**src/design/radio_io_pkg.sv**
```systemverilog
// ==================================================
// radio io package
// sample widths, sample typedefs and fixed words
// shared by the AD9361-class DDR interface
// ==================================================
`default_nettype none

package radio_io_pkg;

  // one I or Q sample, also the DDR bus width
  localparam int sample_w = 12;

  // flops in the mimo level synchronizer
  localparam int sync_stages = 2;

  typedef logic [sample_w-1:0]   sample_t;  // single I or Q word
  typedef logic [2*sample_w-1:0] iq_pair_t; // {I, Q}

  // empty I/Q pair, an idle channel in SISO mode
  localparam iq_pair_t iq_zero = '0;

endpackage : radio_io_pkg

`default_nettype wire

```
**src/design/ddr_capture.sv**
```systemverilog
// ==================================================
// ddr capture
// samples rx data and frame on both clock edges
// and presents each pair on the next rising edge
// ==================================================
`timescale 1ns/1ps
`default_nettype none

module ddr_capture (
  input  wire                    radio_clk,
  input  wire                    radio_rst,
  input  wire radio_io_pkg::sample_t rx_data_i,
  input  wire                    rx_frame_i,
  output radio_io_pkg::sample_t  rise_data_o,
  output radio_io_pkg::sample_t  fall_data_o,
  output logic                   frame_rise_o,
  output logic                   frame_fall_o
);

  radio_io_pkg::sample_t rise_q; // rising half word (Q)
  radio_io_pkg::sample_t fall_q; // falling half word (I)
  logic                  frame_rise_q;
  logic                  frame_fall_q;

  // first stage, rising half
  always_ff @(posedge radio_clk) begin
    rise_q <= rx_data_i;
  end

  // first stage, falling half
  always_ff @(negedge radio_clk) begin
    fall_q <= rx_data_i;
  end

  always_ff @(posedge radio_clk or posedge radio_rst) begin
    if (radio_rst) begin
      frame_rise_q <= 1'b0;
    end else begin
      frame_rise_q <= rx_frame_i;
    end
  end

  always_ff @(negedge radio_clk or posedge radio_rst) begin
    if (radio_rst) begin
      frame_fall_q <= 1'b0;
    end else begin
      frame_fall_q <= rx_frame_i;
    end
  end

  // same-edge retiming, both halves appear together
  always_ff @(posedge radio_clk) begin
    rise_data_o <= rise_q;
    fall_data_o <= fall_q;
  end

  always_ff @(posedge radio_clk or posedge radio_rst) begin
    if (radio_rst) begin
      frame_rise_o <= 1'b0;
      frame_fall_o <= 1'b0;
    end else begin
      frame_rise_o <= frame_rise_q;
      frame_fall_o <= frame_fall_q;
    end
  end

endmodule : ddr_capture

`default_nettype wire

```
**src/design/ddr_launch.sv**
```systemverilog
// ==================================================
// ddr launch
// output DDR registers for tx data, frame and the
// forwarded tx clock
// ==================================================
`timescale 1ns/1ps
`default_nettype none

module ddr_launch (
  input  wire                        radio_clk,
  input  wire                        radio_rst,
  input  wire                        mimo_sync_i,
  input  wire radio_io_pkg::sample_t tx_i_i,
  input  wire radio_io_pkg::sample_t tx_q_i,
  input  wire                        tx_frame_i,
  output radio_io_pkg::sample_t      tx_data_o,
  output logic                       tx_frame_o,
  output logic                       tx_clk_o
);

  radio_io_pkg::iq_pair_t data_pair; // {D1 = I, D2 = Q}
  logic [1:0]             frame_pair;
  logic [1:0]             clk_pair;

  always_ff @(posedge radio_clk or posedge radio_rst) begin
    if (radio_rst) begin
      data_pair  <= '0;
      frame_pair <= 2'b00;
      clk_pair   <= 2'b00; // keeps the forwarded clock quiet
    end else begin
      data_pair  <= {tx_i_i, tx_q_i};
      // SISO frame drops in the falling half
      frame_pair <= {tx_frame_i, tx_frame_i & mimo_sync_i};
      clk_pair   <= 2'b10;
    end
  end

  // clock phase picks D1 in the rising half, D2 in the falling half
  always_comb begin
    if (radio_clk) begin
      tx_data_o  = data_pair[radio_io_pkg::sample_w +: radio_io_pkg::sample_w];
      tx_frame_o = frame_pair[1];
      tx_clk_o   = clk_pair[1];
    end else begin
      tx_data_o  = data_pair[0 +: radio_io_pkg::sample_w];
      tx_frame_o = frame_pair[0];
      tx_clk_o   = clk_pair[0];
    end
  end

endmodule : ddr_launch

`default_nettype wire

```
**src/design/radio_io_top.sv**
```systemverilog
// ==================================================
// radio io top
// baseband side of the 12-bit DDR transceiver link,
// rx capture and deframe, tx frame and launch
// ==================================================
`timescale 1ns/1ps
`default_nettype none

module radio_io_top (
  input  wire                        radio_clk,
  input  wire                        radio_rst,
  input  wire                        mimo_i,
  // transceiver receive bus
  input  wire radio_io_pkg::sample_t rx_data_i,
  input  wire                        rx_frame_i,
  // receive samples
  output radio_io_pkg::sample_t      rx_i0_o,
  output radio_io_pkg::sample_t      rx_q0_o,
  output radio_io_pkg::sample_t      rx_i1_o,
  output radio_io_pkg::sample_t      rx_q1_o,
  output logic                       rx_stb_o,
  // transmit samples
  input  wire radio_io_pkg::sample_t tx_i0_i,
  input  wire radio_io_pkg::sample_t tx_q0_i,
  input  wire radio_io_pkg::sample_t tx_i1_i,
  input  wire radio_io_pkg::sample_t tx_q1_i,
  output logic                       tx_stb_o,
  // transceiver transmit bus
  output radio_io_pkg::sample_t      tx_data_o,
  output logic                       tx_frame_o,
  output logic                       tx_clk_o
);

  radio_io_pkg::sample_t rise_data;
  radio_io_pkg::sample_t fall_data;
  logic                  frame_rise;
  logic                  frame_fall;
  logic                  mimo_sync; // shared by rx and tx halves

  radio_io_pkg::sample_t tx_i;
  radio_io_pkg::sample_t tx_q;
  logic                  tx_frame_int;

  ddr_capture u_capture (
    .radio_clk    (radio_clk),
    .radio_rst    (radio_rst),
    .rx_data_i    (rx_data_i),
    .rx_frame_i   (rx_frame_i),
    .rise_data_o  (rise_data),
    .fall_data_o  (fall_data),
    .frame_rise_o (frame_rise),
    .frame_fall_o (frame_fall)
  );

  rx_deframer u_deframer (
    .radio_clk    (radio_clk),
    .radio_rst    (radio_rst),
    .mimo_i       (mimo_i),
    .rise_data_i  (rise_data),
    .fall_data_i  (fall_data),
    .frame_rise_i (frame_rise),
    .frame_fall_i (frame_fall),
    .mimo_sync_o  (mimo_sync),
    .rx_i0_o      (rx_i0_o),
    .rx_q0_o      (rx_q0_o),
    .rx_i1_o      (rx_i1_o),
    .rx_q1_o      (rx_q1_o),
    .rx_stb_o     (rx_stb_o)
  );

  tx_framer u_framer (
    .radio_clk   (radio_clk),
    .radio_rst   (radio_rst),
    .mimo_sync_i (mimo_sync),
    .tx_i0_i     (tx_i0_i),
    .tx_q0_i     (tx_q0_i),
    .tx_i1_i     (tx_i1_i),
    .tx_q1_i     (tx_q1_i),
    .tx_stb_o    (tx_stb_o),
    .tx_i_o      (tx_i),
    .tx_q_o      (tx_q),
    .tx_frame_o  (tx_frame_int)
  );

  ddr_launch u_launch (
    .radio_clk   (radio_clk),
    .radio_rst   (radio_rst),
    .mimo_sync_i (mimo_sync),
    .tx_i_i      (tx_i),
    .tx_q_i      (tx_q),
    .tx_frame_i  (tx_frame_int),
    .tx_data_o   (tx_data_o),
    .tx_frame_o  (tx_frame_o),
    .tx_clk_o    (tx_clk_o)
  );

endmodule : radio_io_top

`default_nettype wire

```
**src/design/rx_deframer.sv**
```systemverilog
// ==================================================
// rx deframer
// synchronizes the mimo level and sorts captured
// word pairs into channel I/Q with a strobe
// ==================================================
`timescale 1ns/1ps
`default_nettype none

module rx_deframer (
  input  wire                        radio_clk,
  input  wire                        radio_rst,
  input  wire                        mimo_i,
  input  wire radio_io_pkg::sample_t rise_data_i,
  input  wire radio_io_pkg::sample_t fall_data_i,
  input  wire                        frame_rise_i,
  input  wire                        frame_fall_i,
  output logic                       mimo_sync_o,
  output radio_io_pkg::sample_t      rx_i0_o,
  output radio_io_pkg::sample_t      rx_q0_o,
  output radio_io_pkg::sample_t      rx_i1_o,
  output radio_io_pkg::sample_t      rx_q1_o,
  output logic                       rx_stb_o
);

  logic [radio_io_pkg::sync_stages-1:0] mimo_meta;

  // mimo level synchronizer, comes up in SISO
  always_ff @(posedge radio_clk or posedge radio_rst) begin
    if (radio_rst) begin
      mimo_meta <= '0;
    end else begin
      mimo_meta <= {mimo_meta[radio_io_pkg::sync_stages-2:0], mimo_i};
    end
  end

  assign mimo_sync_o = mimo_meta[radio_io_pkg::sync_stages-1];

  always_ff @(posedge radio_clk or posedge radio_rst) begin
    if (radio_rst) begin
      rx_stb_o <= 1'b0;
    end else if (mimo_sync_o) begin
      rx_stb_o <= ~frame_rise_i; // fires with the channel 1 update
    end else begin
      rx_stb_o <= 1'b1;
    end
  end

  // channel demux, rising word is Q and falling word is I
  always_ff @(posedge radio_clk) begin
    if (mimo_sync_o) begin
      if (frame_rise_i) begin
        rx_i0_o <= fall_data_i;
        rx_q0_o <= rise_data_i;
      end else begin
        rx_i1_o <= fall_data_i;
        rx_q1_o <= rise_data_i;
      end
    end else begin
      rx_i0_o <= fall_data_i; // SISO copies the pair to both channels
      rx_q0_o <= rise_data_i;
      rx_i1_o <= fall_data_i;
      rx_q1_o <= rise_data_i;
    end
  end

  // once MIMO has settled through the capture pipe, the frame line
  // holds for a whole clock and flips between channel 0 and 1
  a_frame_halves: assert property (@(posedge radio_clk) disable iff (radio_rst)
    (mimo_sync_o && $past(mimo_sync_o) && $past(mimo_sync_o, 2))
      |-> (frame_rise_i == frame_fall_i))
    else $error("rx frame differs between halves in MIMO mode");

  a_frame_alternates: assert property (@(posedge radio_clk) disable iff (radio_rst)
    (mimo_sync_o && $past(mimo_sync_o) && $past(mimo_sync_o, 2))
      |-> (frame_rise_i != $past(frame_rise_i)))
    else $error("rx frame did not alternate in MIMO mode");

endmodule : rx_deframer

`default_nettype wire

```
**src/design/tx_framer.sv**
```systemverilog
// ==================================================
// tx framer
// interleaves channel 0/1 samples in MIMO mode or
// picks the active channel in SISO mode
// ==================================================
`timescale 1ns/1ps
`default_nettype none

module tx_framer (
  input  wire                        radio_clk,
  input  wire                        radio_rst,
  input  wire                        mimo_sync_i,
  input  wire radio_io_pkg::sample_t tx_i0_i,
  input  wire radio_io_pkg::sample_t tx_q0_i,
  input  wire radio_io_pkg::sample_t tx_i1_i,
  input  wire radio_io_pkg::sample_t tx_q1_i,
  output logic                       tx_stb_o,
  output radio_io_pkg::sample_t      tx_i_o,
  output radio_io_pkg::sample_t      tx_q_o,
  output logic                       tx_frame_o
);

  radio_io_pkg::iq_pair_t ch0_pair;
  logic                   use_ch0;

  assign ch0_pair = {tx_i0_i, tx_q0_i};

  // channel 0 on strobe-high cycles in MIMO,
  // otherwise whenever it carries anything
  always_comb begin
    if (mimo_sync_i) begin
      use_ch0 = tx_stb_o;
    end else begin
      use_ch0 = (ch0_pair != radio_io_pkg::iq_zero);
    end
  end

  always_ff @(posedge radio_clk or posedge radio_rst) begin
    if (radio_rst) begin
      tx_stb_o   <= 1'b0;
      tx_frame_o <= 1'b0;
    end else if (mimo_sync_i) begin
      tx_stb_o   <= ~tx_stb_o;
      tx_frame_o <= tx_stb_o; // frame high marks channel 0
    end else begin
      tx_stb_o   <= 1'b1;
      tx_frame_o <= 1'b1;
    end
  end

  always_ff @(posedge radio_clk) begin
    if (use_ch0) begin
      tx_i_o <= tx_i0_i;
      tx_q_o <= tx_q0_i;
    end else begin
      tx_i_o <= tx_i1_i;
      tx_q_o <= tx_q1_i;
    end
  end

endmodule : tx_framer

`default_nettype wire

```
**config.mk**
```make
export PLATFORM = sky130hd
export DESIGN_NAME = radio_io_top
export DESIGN_NICKNAME = d
export VERILOG_FILES = /design/src/design/radio_io_pkg.sv /design/src/design/ddr_capture.sv /design/src/design/ddr_launch.sv /design/src/design/radio_io_top.sv /design/src/design/rx_deframer.sv /design/src/design/tx_framer.sv
export SDC_FILE = /design/constraint.sdc
export NUM_CORES = 1
export LEC_CHECK = 0
export BUFFER_PORTS_ARGS = -buffer_cell sky130_fd_sc_hd__buf_2
export CORE_UTILIZATION = 55
export DETAILED_ROUTE_END_ITERATION = 7
export GPL_ROUTABILITY_DRIVEN = 0
export HOLD_SLACK_MARGIN = 0.02
export MAX_ROUTING_LAYER = met4
export PLACE_DENSITY = 0.93
export RECOVER_POWER = 100
export SLEW_MARGIN = 40
export SYNTH_ARGS = -nofsm -noshare
export SYNTH_HDL_FRONTEND = slang
export SYNTH_SLANG_ARGS = --single-unit
```
**constraint.sdc**
```tcl
create_clock -name radio_clk -period 3 [get_ports radio_clk]
set_input_delay 0.15 -clock radio_clk [delete_from_list [all_inputs] [get_ports radio_clk]]
set_output_delay 0.15 -clock radio_clk [all_outputs]
set_load 0.1 [all_outputs]
```
---- Word level (Yosys, flattened, before mapping) ----
Index checks and enable logic that the tools add are counted.
storage, ports and cells
  register bits after elaboration ......... 154
  logic and storage cells ................. 42
cells by class
  eq/ne operators ......................... 2
  mux-type cells .......................... 17
  bitwise logic cells ..................... 3
  reduce and logical (&&, ||, !) cells .... 1
operators with widths
  cell                                          number
  12-bit 2-to-1 mux                             11
  24-bit nonzero test                           1
  1-bit 2-to-1 mux                              6
  2-bit inequality test, second input constant  2
  1-bit inverter                                2
  1-bit AND                                     1

---- Longest topological paths before layout ----
  depth after elaboration ................. 3
  gate-level depth with buffers ........... 6
  mapped depth without buffers ............ 4

---- By module ----
A second synthesis with hierarchy kept.
unflattened totals
  cell total of the unflattened synthesis .. 297
  area total of the unflattened synthesis .. 4,815.9 sq um
by module, submodules not included
  module       times used  cells each  area an instance (sq um)  seq. area each (sq um)
  rx_deframer  1           54          1,530.2                   1,516.5
  tx_framer    1           144         1,362.6                   530.5
  ddr_capture  1           54          1,068.5                   1,061.0
  ddr_launch   1           45          854.6                     675.6

==> results.sh <==
export IMPL_cts_tree="done"
export IMPL_track_usage_pct=29.15
export IMPL_max_freq_mhz=352.3
export IMPL_synth_area_mm2=0.004746
export IMPL_wl_mm=12.24
export IMPL_antenna_found_initial=0
export IMPL_core_area_mm2=0.008299
export IMPL_synth_seq_cells=154
export IMPL_setup_viol=0
export IMPL_fin_tns_setup_ns=0
export IMPL_largest_register_ffs=24
export IMPL_r2r_slack_ns=0.17
export IMPL_grt_pass1_wl_mm=17.94
export IMPL_synth_edf_count=48
export IMPL_hold_start="tx_q0_i[11]"
export IMPL_period_needed_ns=2.839
export IMPL_post_cts_buffers=0
export IMPL_slew_headroom_pct=-20.39
export IMPL_top_register="u_launch.data_pair"
export IMPL_ys_flop_type="dfxtp_1"
export IMPL_n_fill_cell=455
export IMPL_cp_required_ns=3.56
export IMPL_whs_endpoint="u_framer.tx_i_o[0]"
export IMPL_viasPerCell=5.438
export IMPL_whs_path_depth=4
export IMPL_async_flop_share_pct=22.08
export IMPL_initial_core_util_pct=57.18
export IMPL_dp_hpwl_mm=5.999
export IMPL_crit_arrival_ns=3.40
export IMPL_netlist_instances=293
export IMPL_grt_max_degree=35
export IMPL_num_io_pins=128
export IMPL_initialDrtViolationCount=162
export IMPL_drv_slew=35
export IMPL_power_density_mw_per_mm2=1047
export IMPL_final_hold_viol_count=0
export IMPL_ir_drop_mv=0.6273
export IMPL_synth_common_cells="dfxtp_1, edfxtp_1, nand2_1"
export IMPL_worst_setup_path_type="in -> reg"
export IMPL_dieHeight_um=94.89
export IMPL_synthTopCellsByArea="dfxtp_1, edfxtp_1, dfrtp_1"
export IMPL_slowest_delay_ns=0.61
export IMPL_diodes=0
export IMPL_tightest_slew_ns=1.806
export IMPL_fin_nets=578
export IMPL_yosysWarnings=0
export IMPL_vias=3448
export IMPL_period_share_pct=94.62
export IMPL_cp_start_kind="input pin"
export IMPL_synth_seq_area_share_pct=78.67
export IMPL_drc=0
export IMPL_final_setup_skew_ns=0.01956
export IMPL_synth_top_cell_by_area="dfxtp_1"
export IMPL_ant_nets=0
export IMPL_dieArea_mm2=0.009004
export IMPL_dr_pass1_iters=4
export IMPL_cts_clk_slew_worst_paths_ns=0.06
export IMPL_drive_above_1_share_pct=25.71
export IMPL_grt_pass1_vias=3653
export IMPL_synthToLayoutAreaGrowth_pct=43.11
export IMPL_crit_family="buffers and inverters"
export IMPL_min_path_type="in -> reg"
export IMPL_grt_remaining_overflow=0
export IMPL_synth_distinct_cells=25
export IMPL_status="complete, but fails checks"
export IMPL_rsz0062_at_grt="no"
export IMPL_p_leak_nw=2.828
export IMPL_crit_buf_inv=5
export IMPL_portBuffers=127
export IMPL_wl_per_cell_um=19.30
export IMPL_drv_cap=1
export IMPL_syn_avg_cell_area_um2=16.20
export IMPL_r2r_cells=6
export IMPL_crit_chain="dlygate4sd3_1 -> buf_2 -> nor4_4 -> clkbuf_2 -> nand4_1 -> dlygate4sd3_1 -> o21ai_1 -> dlygate4sd3_1"
export IMPL_clk_latency_ns=0.63
export IMPL_r2r_start="u_deframer.mimo_meta[1]"
export IMPL_violations="capacitance limit, slew limit"
export IMPL_synthesis_nets=357
export IMPL_fp_row_count=33
export IMPL_p_total_w=0.007112
export IMPL_end_kind="flip-flop"
export IMPL_slowest_stage="nor4_4"
export IMPL_netlist_area_leader_share_pct=30.37
export IMPL_die_x_um=94.89
export IMPL_synth_most_common_cell="dfxtp_1"
export IMPL_cp_common_cell="dlygate4sd3_1"
export IMPL_hold_ws_ns=0.1728
export IMPL_r2r_end="u_framer.tx_i_o[3]"
export IMPL_cp_max_fo=13
## power breakdown
| group | internal, W | switching, W | total (W) |
|---|---|---|---|
| clock | 0.00201 | 0.00199 | 0.00400 |
| combinational | 0.000142 | 0.000595 | 0.000737 |
| sequential | 0.00232 | 0.0000576 | 0.00238 |
## per-layer routing
metal  track usage (%)  up-vias  part of all wire, %
met4             22.10        0                  4.4
met1             28.42     1610                   36
met5                 -        -                    0
met2             48.26      270                   51
li1                  -     1502                    -
met3             9.098       66                  8.5
## kinds of logic (layout without fill, tap and decap cells)
family,count (synthesis),count (layout),share of synthesized area [%]
and+or+nand+nor,80,80,9.412
DFF,154,154,78.67
AOI/OAI and AO/OA,24,24,5.431
buffers and inverters,18,254,2.689
muxes,16,16,3.717
other,1,1,0.07902
## timing repair
item                       4_1_cts  5_1_grt
setup endpoints to repair        0        1
gates resized for setup          0        1
hold buffers                    65        0
hold endpoints to repair        72        0
## through the flow
step                      std cells  utilization (%)  worst slack [ns]  cell area (um^2)
after floorplan                 293                -            0.4440              4746
after global placement          514            65.39            0.7504              5426
after detailed placement        516            65.60            0.7504              5444
after CTS                       634            83.67            0.1911              6944
after global routing            634            81.83           0.06931              6792
final                           634            81.83            0.1613              6792
## worst max path at each step
stage / end / cells past startpoint / from
floorplan: tx_data_o[0] / 3 / radio_clk
CTS: u_framer.tx_i_o[3] / 6 / u_deframer.mimo_meta[1]
detailed placement: tx_data_o[4] / 2 / radio_clk
global placement: tx_data_o[10] / 2 / radio_clk
global route: u_framer.tx_i_o[2] / 8 / tx_i0_i[8]
finish: u_framer.tx_i_o[2] / 8 / tx_i0_i[8]
## layout make-up
type / instances / area [um^2] / area share, %
Clock inverter: 26 / 251.5 / 3.703
Multi-Input combinational cell: 121 / 815.8 / 12.01
Timing Repair Buffer: 184 / 1180 / 17.37
Sequential cell: 154 / 3734 / 54.97
Clock buffer: 42 / 671.9 / 9.893
Tap cell: 105 / 131.4 / 1.934
Inverter: 2 / 7.507 / 0.1105
## tightest hold or removal path, stage by stage
cell	delay (ns)
buf_2	0.10
nor2_1	0.08
nand4_4	0.24
o21ai_1	0.15
## layout by cell type, fill, tap and decap left out, drive strengths merged, types with 4 or more instances in the layout
master,netlist,final
clkbuf,3,102
dfxtp,72,72
dlygate4sd3,0,65
buf,12,59
edfxtp,48,48
nand2,44,44
dfrtp,34,34
nand4,25,25
inv,3,23
o211ai,21,21
mux2,13,13
nor4,5,5
bufinv,0,4
No activity file was read; power rests on OpenSTA's default activity.
